**config.mk**
```make
export PLATFORM = sky130hd
export DESIGN_NAME = mac_stream_bridge
export DESIGN_NICKNAME = d
export VERILOG_FILES = /design/src/common/mac_bridge_pkg.sv /design/src/logic/mac_stream_bridge.sv /design/src/logic/rx_read_ctrl.sv /design/src/logic/stream_codec.sv /design/src/logic/word_fifo.sv
export VERILOG_INCLUDE_DIRS = /design/src /design/src/common
export SDC_FILE = /design/constraint.sdc
export NUM_CORES = 1
export LEC_CHECK = 0
export BUFFER_PORTS_ARGS = -buffer_cell sky130_fd_sc_hd__buf_2
export CORE_MARGIN = 1
export CORE_UTILIZATION = 40
export CTS_CLUSTER_DIAMETER = 120
export DETAILED_ROUTE_END_ITERATION = 8
export SYNTH_ARGS = -nofsm -noshare
export SYNTH_HDL_FRONTEND = slang
export SYNTH_SLANG_ARGS = --single-unit
```
**constraint.sdc**
```tcl
create_clock -name Clk_user -period 4.9 [get_ports Clk_user]
set_input_delay 0.245 -clock Clk_user [delete_from_list [all_inputs] [get_ports Clk_user]]
set_output_delay 0.245 -clock Clk_user [all_outputs]
set_load 0.01 [all_outputs]
```
**src/common/mac_bridge_cfg.svh**
```systemverilog
`ifndef MAC_BRIDGE_CFG_SVH
`define MAC_BRIDGE_CFG_SVH

//**************************************************************************
// bridge sizing
//**************************************************************************

// word width on both the stream and the MAC user side
`define MAC_DATA_W 32

// fifo address bits, depth is 2**MAC_FIFO_AW words
`define MAC_FIFO_AW 4

// rx fill level where the MAC read level is pulled low
// depth minus this value is the slack for words still in flight
`define RX_FILL_LIMIT 10

`endif

```
**src/common/mac_bridge_pkg.sv**
```systemverilog
`include "mac_bridge_cfg.svh"

package mac_bridge_pkg;

	// bytes per word on the stream side
	localparam int AXIS_KEEP_W = `MAC_DATA_W / 8;

	//**************************************************************************
	// MAC byte-enable code
	//**************************************************************************

	// number of valid bytes in the last word of a frame
	typedef logic [1:0] mac_be_t;

	localparam mac_be_t BE_FOUR  = 2'b00;
	localparam mac_be_t BE_THREE = 2'b11;
	localparam mac_be_t BE_TWO   = 2'b10;
	localparam mac_be_t BE_ONE   = 2'b01;

	//**************************************************************************
	// word and beat formats
	//**************************************************************************

	// fifo entry, same layout as the MAC user word
	typedef struct packed {
		logic                   sop;
		logic                   eop;
		mac_be_t                be;
		logic [`MAC_DATA_W-1:0] data;
	} mac_word_t;

	// valid/ready stream beat, keep msb is the first byte
	typedef struct packed {
		logic [`MAC_DATA_W-1:0] data;
		logic [AXIS_KEEP_W-1:0] keep;
		logic                   last;
	} axis_beat_t;

endpackage

```
**src/logic/mac_stream_bridge.sv**
```systemverilog
`timescale 1ns/1ps

`include "mac_bridge_cfg.svh"

module mac_stream_bridge (
	input  logic                       Clk_user,
	input  logic                       Rst_user,
	// transmit stream in
	input  mac_bridge_pkg::axis_beat_t tx_beat,
	input  logic                       tx_valid,
	output logic                       tx_ready,
	// MAC transmit user side
	input  logic                       mac_tx_wa,
	output mac_bridge_pkg::mac_word_t  mac_tx_word,
	output logic                       mac_tx_wr,
	// MAC receive user side
	input  logic                       mac_rx_ra,
	input  logic                       mac_rx_pa,
	input  mac_bridge_pkg::mac_word_t  mac_rx_word,
	output logic                       mac_rx_rd,
	// receive stream out
	output mac_bridge_pkg::axis_beat_t rx_beat,
	output logic                       rx_valid,
	input  logic                       rx_ready
);
	import mac_bridge_pkg::*;

	mac_word_t             tx_enc_word;
	mac_word_t             rx_fifo_word;
	logic                  tx_fifo_full;
	logic                  tx_fifo_empty;
	logic                  rx_fifo_empty;
	logic [`MAC_FIFO_AW:0] rx_fifo_fill;

	// handshakes straight off the fifo flags
	assign tx_ready  = !tx_fifo_full;
	assign mac_tx_wr = !tx_fifo_empty && mac_tx_wa;
	assign rx_valid  = !rx_fifo_empty;

	//**************************************************************************
	// transmit path
	//**************************************************************************

	// words stored already encoded for the MAC
	word_fifo tx_fifo_i (
		.Clk_user (Clk_user),
		.Rst_user (Rst_user),
		.wr_en    (tx_valid && tx_ready),
		.wr_word  (tx_enc_word),
		.rd_en    (mac_tx_wr),
		.rd_word  (mac_tx_word),
		.empty    (tx_fifo_empty),
		.full     (tx_fifo_full),
		.fill     ()
	);

	// both directions of beat/word conversion
	stream_codec codec_i (
		.Clk_user (Clk_user),
		.Rst_user (Rst_user),
		.tx_beat  (tx_beat),
		.tx_valid (tx_valid),
		.tx_ready (tx_ready),
		.tx_word  (tx_enc_word),
		.rx_word  (rx_fifo_word),
		.rx_beat  (rx_beat)
	);

	//**************************************************************************
	// receive path
	//**************************************************************************

	// every pa strobe lands here, full is covered by the read throttle
	word_fifo rx_fifo_i (
		.Clk_user (Clk_user),
		.Rst_user (Rst_user),
		.wr_en    (mac_rx_pa),
		.wr_word  (mac_rx_word),
		.rd_en    (rx_valid && rx_ready),
		.rd_word  (rx_fifo_word),
		.empty    (rx_fifo_empty),
		.full     (),
		.fill     (rx_fifo_fill)
	);

	// paces the MAC read level from the rx fill
	rx_read_ctrl rx_ctrl_i (
		.Clk_user   (Clk_user),
		.Rst_user   (Rst_user),
		.mac_rx_ra  (mac_rx_ra),
		.mac_rx_pa  (mac_rx_pa),
		.mac_rx_eop (mac_rx_word.eop),
		.fill       (rx_fifo_fill),
		.mac_rx_rd  (mac_rx_rd)
	);

endmodule

```
**src/logic/rx_read_ctrl.sv**
```systemverilog
`timescale 1ns/1ps

`include "mac_bridge_cfg.svh"

module rx_read_ctrl (
	input  logic                  Clk_user,
	input  logic                  Rst_user,
	input  logic                  mac_rx_ra,
	input  logic                  mac_rx_pa,
	input  logic                  mac_rx_eop,
	input  logic [`MAC_FIFO_AW:0] fill,
	output logic                  mac_rx_rd
);

	localparam logic [`MAC_FIFO_AW:0] FILL_LIMIT = `RX_FILL_LIMIT;

	typedef enum logic [1:0] {
		RD_IDLE,
		RD_READ,
		RD_GAP
	} rd_state_t;

	rd_state_t state;
	logic      below_limit;

	// room left in the rx fifo for another burst
	assign below_limit = (fill < FILL_LIMIT);

	//**************************************************************************
	// read level FSM
	//**************************************************************************

	always_ff @(posedge Clk_user or posedge Rst_user) begin
		if (Rst_user) begin
			state     <= RD_IDLE;
			mac_rx_rd <= 1'b0;
		end else begin
			case (state)
				// wait for the MAC to have data
				RD_IDLE: begin
					if (mac_rx_ra) begin
						mac_rx_rd <= below_limit;
						state     <= RD_READ;
					end
				end
				// follow fill level until the frame ends
				RD_READ: begin
					if (mac_rx_pa && mac_rx_eop) begin
						mac_rx_rd <= 1'b0;
						state     <= RD_GAP;
					end else begin
						mac_rx_rd <= below_limit;
					end
				end
				// one idle cycle between frames
				RD_GAP: begin
					state <= RD_IDLE;
				end
				default: begin
					state     <= RD_IDLE;
					mac_rx_rd <= 1'b0;
				end
			endcase
		end
	end

	// throttle margin must cover words still coming from the MAC
	a_no_overflow: assert property (
		@(posedge Clk_user) disable iff (Rst_user) mac_rx_pa |-> !fill[`MAC_FIFO_AW]
	) else $error("rx_read_ctrl: MAC word into full rx fifo");

endmodule

```
**src/logic/stream_codec.sv**
```systemverilog
`timescale 1ns/1ps

`include "mac_bridge_cfg.svh"

module stream_codec (
	input  logic                       Clk_user,
	input  logic                       Rst_user,
	input  mac_bridge_pkg::axis_beat_t tx_beat,
	input  logic                       tx_valid,
	input  logic                       tx_ready,
	output mac_bridge_pkg::mac_word_t  tx_word,
	input  mac_bridge_pkg::mac_word_t  rx_word,
	output mac_bridge_pkg::axis_beat_t rx_beat
);
	import mac_bridge_pkg::*;

	// high between first and last beat of a tx frame
	logic                   frame_open;
	mac_be_t                tx_be;
	logic [AXIS_KEEP_W-1:0] rx_keep;

	//**************************************************************************
	// transmit, stream beat to MAC word
	//**************************************************************************

	// only accepted beats move the frame tracking
	// last closes the frame, so a one-word frame leaves it clear
	always_ff @(posedge Clk_user or posedge Rst_user) begin
		if (Rst_user) begin
			frame_open <= 1'b0;
		end else if (tx_valid && tx_ready) begin
			frame_open <= !tx_beat.last;
		end
	end

	// keep is left aligned, count leading ones
	always_comb begin
		casez (tx_beat.keep)
			4'b1110: tx_be = BE_THREE;
			4'b110?: tx_be = BE_TWO;
			4'b10??: tx_be = BE_ONE;
			default: tx_be = BE_FOUR;
		endcase
	end

	// sop marks the first word after a closed frame
	assign tx_word = '{
		sop:  !frame_open,
		eop:  tx_beat.last,
		be:   tx_be,
		data: tx_beat.data
	};

	//**************************************************************************
	// receive, MAC word to stream beat
	//**************************************************************************

	// code back to left aligned keep
	always_comb begin
		unique case (rx_word.be)
			BE_FOUR:  rx_keep = 4'b1111;
			BE_THREE: rx_keep = 4'b1110;
			BE_TWO:   rx_keep = 4'b1100;
			BE_ONE:   rx_keep = 4'b1000;
		endcase
	end

	// sop has no place on the stream, eop becomes last
	assign rx_beat = '{
		data: rx_word.data,
		keep: rx_keep,
		last: rx_word.eop
	};

endmodule

```
**src/logic/word_fifo.sv**
```systemverilog
`timescale 1ns/1ps

`include "mac_bridge_cfg.svh"

module word_fifo #(
	parameter int ADDR_W = `MAC_FIFO_AW
) (
	input  logic                      Clk_user,
	input  logic                      Rst_user,
	input  logic                      wr_en,
	input  mac_bridge_pkg::mac_word_t wr_word,
	input  logic                      rd_en,
	output mac_bridge_pkg::mac_word_t rd_word,
	output logic                      empty,
	output logic                      full,
	output logic [ADDR_W:0]           fill
);
	import mac_bridge_pkg::*;

	localparam int DEPTH = 2 ** ADDR_W;

	// register array holding the words
	mac_word_t mem [DEPTH];

	logic [ADDR_W-1:0] wr_ptr;
	logic [ADDR_W-1:0] rd_ptr;
	logic [ADDR_W:0]   count;
	logic              wr_ok;
	logic              rd_ok;

	// guard the pointers against misuse
	assign wr_ok = wr_en && !full;
	assign rd_ok = rd_en && !empty;

	// count never exceeds depth, so msb set means full
	assign empty = (count == '0);
	assign full  = count[ADDR_W];
	assign fill  = count;

	// first word falls through, head is always on the output
	assign rd_word = mem[rd_ptr];

	//**************************************************************************
	// write side
	//**************************************************************************

	always_ff @(posedge Clk_user) begin
		if (wr_ok) begin
			mem[wr_ptr] <= wr_word;
		end
	end

	//**************************************************************************
	// pointers and fill count
	//**************************************************************************

	always_ff @(posedge Clk_user or posedge Rst_user) begin
		if (Rst_user) begin
			wr_ptr <= '0;
			rd_ptr <= '0;
			count  <= '0;
		end else begin
			// pointers wrap naturally at depth
			if (wr_ok) begin
				wr_ptr <= wr_ptr + 1'b1;
			end
			if (rd_ok) begin
				rd_ptr <= rd_ptr + 1'b1;
			end
			// push and pop together leave count alone
			case ({wr_ok, rd_ok})
				2'b10:   count <= count + 1'b1;
				2'b01:   count <= count - 1'b1;
				default: count <= count;
			endcase
		end
	end

	// upstream must honour full and empty
	a_no_write_full: assert property (
		@(posedge Clk_user) disable iff (Rst_user) wr_en |-> !full
	) else $error("word_fifo: write while full");

	a_no_read_empty: assert property (
		@(posedge Clk_user) disable iff (Rst_user) rd_en |-> !empty
	) else $error("word_fifo: read while empty");

endmodule

```
; ---- Word-level counts from Yosys, hierarchy flattened
; Memory sizes are Yosys's and may differ from the RTL's.
; Cells that the tools add are included.
; Widths: inputs -> output; s select.
[totals]
regBits = 30
ram_bits = 1152
inputBits = 80
word_cells = 71
mem_count = 2
[memory_table]
columns = memory, depth, word_bits, read_ports, rd_clocked_by_memory_dff, write_ports, line_no
row1 = rx_fifo_i.mem, 16, 36, 1, 0, 1, word_fifo.sv:23  ; mac_word_t mem [DEPTH];
row2 = tx_fifo_i.mem, 16, 36, 1, 0, 1, word_fifo.sv:23
[classes]
n_addsub = 8
order_cmp = 1
n_eq_ne = 14
muxes = 14
bitwise_logic = 1
reduce_logical = 22
[ops]
columns = op, count
row1 = $pmux 5 s2, 2
row2 = $add 4x1->4 const B, 4
row3 = $pmux 4 s4, 1
row4 = $eq 2x2->1 const B, 6
row5 = $add 5x1->5 const B, 2
row6 = $logic_not 5->1, 2
row7 = $sub 5x1->5 const B, 2
row8 = $eq 2x1->1 const B, 4
row9 = $logic_and 1x1->1, 8
row10 = $logic_not 1->1, 6
row11 = $mux 1, 6
row12 = $pmux 2 s3, 1
row13 = $lt 5x4->1 const B, 1
row14 = $eq 4x4->1 const B, 1
row15 = $logic_not 2->1, 2
row16 = $mux 2, 2
row17 = $pmux 2 s2, 1
row18 = $reduce_and 2->1, 2
row19 = $reduce_bool 2->1, 2
row20 = $eq 3x3->1 const B, 1
row21 = $pmux 1 s3, 1
row22 = $ne 2x1->1 const B, 1
row23 = $ne 2x2->1 const B, 1
row24 = $not 1->1, 1

; ---- Depth between registers and ports, before layout
; Gate-level depths: netlist of run 1.
[logic_depth]
ltp_word = 6
depth_mapped = 11
ltp_nobuf = 9

; ---- Modules after synthesis
; A second synthesis of run 1 with hierarchy kept.
[unflattened]
cells_unflattened = 2427
area_unflattened_um2 = 46449.5
[by_module_without_submodules]
columns = mod, instances, cells_per_inst, area_per_inst_um2, seq_area_each_um2
row1 = word_fifo, 2, 1163, 22831.9, 17621.9
row2 = stream_codec, 1, 83, 613.1, 25.0
row3 = rx_read_ctrl, 1, 13, 138.9, 75.1
row4 = mac_stream_bridge, 1, 5, 33.8, 0.0

; ---- Least setup slack after synthesis of run 1
; No wires, ideal clock.
[synth_timing]
path_type = register to register
startpoint = register rx_fifo_i.count[4], in the netlist rx_fifo_i.fill[4]
endpoint = memory rx_fifo_i.mem[3][0] (netlist bit), enable pin
t_arrival_ns = 3.363
required_time_ns = 4.429
slack_ns = 1.066
stages_incl_launch_ff = 5
n_path_buf = 1
cell_sequence = dfrtp_1 > nor2b_1 > clkbuf_1 > nand2_1 > nor3_1
[synth_via]
elab_chain_len = 4
[synth_lines]
columns = item, line_no
row1 = from (decl), word_fifo.sv:27  ; logic [ADDR_W:0] count;
row2 = from (signal assigned), word_fifo.sv:72  ; 2'b10: count <= count + 1'b1;
row3 = from (signal assigned), word_fifo.sv:73  ; 2'b01: count <= count - 1'b1;
row4 = from (signal assigned), word_fifo.sv:74  ; default: count <= count;
row5 = $logic_not 1->1, word_fifo.sv:32  ; assign wr_ok = wr_en && !full;
row6 = $logic_and 1x1->1, word_fifo.sv:32
row7 = $mux 1, word_fifo.sv:48  ; if (wr_ok) begin
row8 = $mux 1 (implied by the code), word_fifo.sv:49  ; mem[wr_ptr] <= wr_word;
row9 = to (decl), word_fifo.sv:23
; No other way between the ends.

==> results of run 1 <==
[flip-flops by register name (all words and copies together) (netlist names)]
name / count
rx_fifo_i.wr_ptr: 4
rx_ctrl_i.mac_rx_rd: 1
tx_fifo_i.rd_ptr: 4
tx_fifo_i.fill: 5
tx_fifo_i.mem: 576
rx_fifo_i.rd_ptr: 4
rx_fifo_i.mem: 560
codec_i.frame_open: 1
rx_ctrl_i.state: 2
rx_fifo_i.fill: 5
tx_fifo_i.wr_ptr: 4
[worst paths after layout]
kind | start | endpoint | slack [ps] | cells past startpoint
setup / recovery | rx_fifo_i.rd_ptr[0] | rx_beat[25] | 1200 | 4
hold / removal | tx_valid | tx_fifo_i.wr_ptr[0] | 60 | 3
setup reg to reg | tx_fifo_i.fill[4] | tx_fifo_i.mem[11][31] | 1820 | 5
hold reg to reg | rx_ctrl_i.state[1] | rx_ctrl_i.state[1] | 470 | 1
max in group asynchronous | Rst_user | tx_fifo_i.rd_ptr[0] | 4290 | 4
min in group asynchronous | Rst_user | rx_fifo_i.wr_ptr[1] | 220 | 4
[report_power, final]
group | switching [mW] | internal [mW]
clock | 3.72 | 4.70
sequential | 0.787 | 11.7
combinational | 3.65 | 3.98
[synthesized netlist by cell type, types with 2 or more instances]
cell,n
edfxtp_1,1136
mux4_2,355
clkbuf_1,43
dfrtp_1,30
ha_1,20
buf_2,19
nor2_1,19
and2_1,17
nand2_1,17
inv_1,15
xnor2_1,14
buf_1,11
buf_6,9
xor2_1,8
a21oi_1,7
buf_4,7
nor3_1,7
nand2b_1,6
o21ai_0,5
mux2_2,4
nand4_1,4
nor2b_1,4
a311oi_1,3
nor3b_1,3
a31oi_1,2
and3b_1,2
o211a_1,2
[layout make-up]
cell class / instances / area share (%)
inverters: 15 / 0.109
multi-input cells: 514 / 17.9
well taps: 1476 / 3.57
flip-flops and latches: 1166 / 67.5
clock inverters: 90 / 1.16
diodes: 3 / 0.0145
repair buffers: 278 / 3.86
clock buffers: 132 / 5.86
[critical path: cells and delay by family, from the launching register on]
kind / cells / cell delay (ps)
buffers and inverters: 2 / 600
flip-flops: 1 / 1040
multiplexers: 2 / 1070
[timing repair]
action / CTS / global route
endpoints found under the hold margin: 1122 / 0
buffers inserted: 0 / 0
hold buffers: 73 / 0
[per-stage QoR]
step                hold slack (ps)  utilization, %  area (um^2)  setup slack (ps)
floorplan                       336               -        44500              1070
global placement                409            43.2        47300              1810
detailed placement              402            43.2        47300              1800
CTS                            9.12            47.1        51700              1050
global route                   43.8            47.2        51700               930
finish                         61.4            47.2        51700              1200
[cells by family (layout without fill, tap and decap cells)]
kind of cell / count (synthesis) / in the layout / synth area share (%)
simple gates: 84 / 84 / 0.990
compound gates: 28 / 28 / 0.439
other cells: 1 / 4 / 0.00843
fa+ha+maj: 20 / 20 / 0.562
xor+xnor: 22 / 22 / 0.433
flops: 1166 / 1166 / 78.4
buf+inv: 104 / 515 / 1.14
mux: 359 / 359 / 18.1
[layer usage]
layer | share of wire (%) | global-route usage [%] | routed length, um | up-vias
met4 | 2.2 | 4.68 | 2050 | 8
li1 | - | - | - | 8342
met1 | 39 | 20.9 | 36700 | 10600
met2 | 54 | 31.2 | 51300 | 528
met5 | 0.048 | 0 | 46 | -
met3 | 5.2 | 3.12 | 4950 | 163
==> impl_metrics.yaml, run 1 <==
layout:
  final_cell_mix: "edfxtp_1 (1,136), mux4_2 (355), buf_2 (154), clkbuf_16 (119), dlygate4sd3_1 (73)"
  seqCellArea_um2: 34900
  multi_input_area_um2: 9270
  syn_to_final_growth_pct: 16.2
  layout_commonest_cell: "edfxtp_1"
  fin_nets: 2193
  fill_cells: 8969
  drive_gt1_share_pct: 35.5
  stdcell_count: 3674
critical_path:
  crit_chain: "buf_12, mux4_2, mux4_2, buf_2"
  crit_path_end_kind: "output pin"
  max_stage_delay_ps: 1040
  crit_type: "reg -> out"
  path_common_cell: "mux4_2"
  crit_slowest_cell: "dfrtp_4"
  critPathLaunchType: "register"
  crit_arrival_ps: 3460
  critical_path.max_fanout: 46
  crit_required_ps: 4660
floorplan:
  start_util_pct: 40.6
  die_area_um2: 113000
  core_um2: 110000
  ios: 157
  die_h_um: 336
  dieWidth_um: 336
  fp-row-count: 121
detailed_routing:
  drtIter0Drc: 1565
  post-route-drc-count: 0
  vias_per_cell: 5.34
  post_drt_wl_per_cell_um: 25.9
  num_vias: 19600
  wl_mm: 95.1
  postRouteAntennaNets: 0
  firstDrtPassIters: 5
yosys:
  synth_cell_types: 42
  yosysTopAreaCellShare_pct: 76.7
  syn_nets: 1884
  synth_flop_cell: "edfxtp_1"
  syn_area_um2: 44500
  syn-instance-count: 1784
  synth_area_leader_cell: "edfxtp_1"
  ys_async_sr_fraction_pct: 2.57
  syn_area_per_cell_um2: 24.9
  yosysWarnings: 0
  synth_area_leaders: "edfxtp_1 (77%), mux4_2 (18%), dfrtp_1 (1.7%)"
  synth_edf_count: 1136
  ys_seq_elements: 1166
  yosysSeqAreaShare_pct: 78.4
timing:
  fin_crit_ps: 3700
  hold_violations: 0
  setup_tns_ps: 0
  finClkSkew_ps: 22.4
  timing.final.crit_share_pct: 75.6
  grt_setup_unrepaired: "false"
  max_freq_mhz: 270
  slew_violations: 0
  tightest_slew_ps: 1130
  slew_headroom_pct: 24.4
  finalSetupViolCount: 0
placement:
  dp.cells: 3376
  dp_hpwl_mm: 50.1
  port_buffers: 154
  gp_congestion: 0.742
power_and_ir_drop:
  vdd_drop_max_uv: 379
  cellPowerDensity_nw_per_um2: 552
  power_mw: 28.5
  p_leak_nw: 16.4
outcome:
  status: "completed"
cts:
  cts-buffers-inserted: 118
  cts_max_path_buffers: 3
  clock_sinks: 1166
  cts-root-buf: "clkbuf_16"
  cts.htree.levels: 3
  cts_tree: "yes"
  cts_resized: 0
  clkTransAtPathRegs_ps: 60
  clk_latency_ps: 700
worst_hold_path:
  min_path_type: "in -> reg"
grt:
  grt_start_max_net_pins: 64
  grt_pass1_vias: 21000
  antenna_found_initial: 8
  track_usage_pct: 17.2
  grt-ovfl-total: 0
  grt_pass1_wl_mm: 141
run:
  cap_violations: 0
No activity file was read; power rests on OpenSTA's default activity.
==> inputs of run 2 (changes only) <==
clock period = 3.1 ns   (was 4.9 ns; I/O delays follow)
==> run 2 against run 1 <==
  * Worst setup slack got worse by 1100 ps
  * Die area unchanged
  * Sequential share of layout area decreased by 1.6 points
  * Combinational power increased by 80%
  * Clock skew increased by 25 ps
  * Wire length increased by 3.2%
  * Via count increased by 2.1%
  * Clock power increased by 66%
  * Critical endpoint is now rx_beat[2]
==> impl_metrics.yaml, run 2 (synthesized netlist as in run 1, its figures left out) <==
floorplan:
  fp-row-count: 121
  start_util_pct: 40.6
  ios: 157
  core_um2: 110000
  dieWidth_um: 336
  die_h_um: 336
  die_area_um2: 113000
layout:
  top_regs: "tx_fifo_i.mem x576, rx_fifo_i.mem x560"
  drive_gt1_share_pct: 37.2
  fin_nets: 2253
  seqCellArea_um2: 34900
  multi_input_area_um2: 9290
  finish.utilization_pct: 48.3
  syn_to_final_growth_pct: 19.0
  final_cell_mix: "edfxtp_1 (1,136), mux4_2 (355), buf_2 (149), clkbuf_16 (118), dlygate4sd3_1 (79)"
  fill_cells: 8831
  layout_commonest_cell: "edfxtp_1"
  postLayoutCellArea_um2: 53000
  largest-register: "tx_fifo_i.mem"
  largest_reg_flops: 576
cts:
  cts_tree: "yes"
  cts.htree.levels: 3
  clkTransAtPathRegs_ps: 60
  cts_max_path_buffers: 3
  clock_sinks: 1166
  cts-root-buf: "clkbuf_16"
  clk_latency_ps: 710
  cts-buffers-inserted: 116
timing:
  holdWs_ps: 97.1
  grt_setup_unrepaired: "true"
  timing.final.crit_share_pct: 97.8
  hold_violations: 0
  slew_violations: 0
  fin_crit_ps: 3030
  slew_headroom_pct: 24.2
  max_freq_mhz: 330
  setup_ws_ps: 68.8
  finalSetupViolCount: 0
  finClkSkew_ps: 47.6
  tightest_slew_ps: 1140
detailed_routing:
  post-route-drc-count: 0
  firstDrtPassIters: 5
  num_vias: 20000
  vias_per_cell: 5.37
  wl_mm: 98.1
  post_drt_wl_per_cell_um: 26.3
  postRouteAntennaNets: 0
  drtIter0Drc: 1490
critical_path:
  crit_type: "reg -> out"
  r2r-end: "rx_fifo_i.fill[4]"
  critPathLaunchType: "register"
  crit_required_ps: 2940
  crit_path_end_kind: "output pin"
  critical_path.max_fanout: 7
  regToRegStartpoint: "rx_fifo_i.fill[1]"
  crit_arrival_ps: 2880
  r2r_setup_slack_ps: 220
  r2r_cells: 9
placement:
  gp_congestion: 0.743
  port_buffers: 154
  dp_hpwl_mm: 52.1
  pre_cts_ws_ps: 285
  placed_cell_area_um2: 48000
grt:
  track_usage_pct: 17.7
  grt-ovfl-total: 0
  grt_start_max_net_pins: 48
  antenna_found_initial: 5
  grt_pass1_wl_mm: 145
  grt_pass1_vias: 21400
outcome:
  status: "completed"
run:
  cap_violations: 0
worst_hold_path:
  whs_path_depth: 2
  hold_start: "tx_beat[1]"
  min_path_type: "in -> reg"
  hold_path_end: "tx_fifo_i.mem[12][33]"
power_and_ir_drop:
  swShare_pct: 28.2
  power_mw: 47.0
  p_leak_nw: 17.0
  vdd_drop_max_uv: 578
  p_comb_share_pct: 29.1
  power_switching_mw: 13.3
  clockPowerShare_pct: 29.9
  p_int_mw: 33.7
  pwr-share-seq_pct: 41.0
  cellPowerDensity_nw_per_um2: 887
run 2: cell types whose count changed in the layout (fill, tap and decap cells not counted), moves of 8 or more:
cell	before	now
buf_12	9	40
and2_2	4	16
clkinv_1	35	27
bufinv_16	5	14
clkinvlp_4	13	4
buf_4	42	53
and2_4	12	0
buf_6	0	12
run 2: how the worst max path moves through the flow:
stage / to / from
floorplan: rx_fifo_i.mem[15][0] / rx_fifo_i.fill[4]
global placement: rx_fifo_i.fill[4] / rx_fifo_i.fill[1]
detailed placement: rx_fifo_i.fill[4] / rx_fifo_i.fill[1]
CTS: rx_beat[2] / rx_fifo_i.rd_ptr[0]
global route: rx_beat[18] / rx_fifo_i.rd_ptr[0]
finish: rx_beat[2] / rx_fifo_i.rd_ptr[0]
run 2: stage by stage:
stage          instances  setup TNS, ps
2_1_floorplan       1784              0
6_report            3731              0
5_1_grt             3730          -3.52
3_3_place_gp        3413              0
3_5_place_dp        3413              0
4_1_cts             3719           -699
run 2: layer usage:
metal | global-route usage, % | vias to the layer above | part of all wire, %
met1 | 24.0 | 10900 | 42
met2 | 29.6 | 525 | 50
met5 | 0 | - | 0.037
li1 | - | 8464 | -
met3 | 3.28 | 123 | 5.4
met4 | 4.26 | 6 | 1.7
run 2: cell type report:
| type | instances | area share [%] |
|---|---|---|
| clock inverter | 81 | 1.55 |
| inverter | 15 | 0.106 |
| antenna | 2 | 0.00945 |
| tap | 1476 | 3.49 |
| clock buffer | 137 | 5.71 |
| sequential | 1166 | 65.9 |
| multi-input combinational | 514 | 17.5 |
| timing repair buffer | 340 | 5.73 |
run 2: timing repair:
item,4_1_cts,5_1_grt
buffers inserted,9,9
hold buffers,79,0
gates resized for setup,10,13
setup endpoints to repair,69,23
cloned,0,1
hold endpoints to repair,1158,0
run 2: critical path, cell delays in order (launching register included):
cell and delay (ps):
dfrtp_4 540, buf_4 150, mux4_2 480, mux4_2 550, inv_2 120, ha_4 200
inv_2 50, buf_6 90
run 2: power groups by stage:
stage	Combinational (mW)	Sequential, mW	Clock, mW
detailed placement	13.1	19.8	0
CTS	13.7	19.3	14.4
global route	14.7	19.4	14.9
global placement	12.9	19.7	0
floorplan	9.13	19.1	0
finish	13.7	19.3	14.0
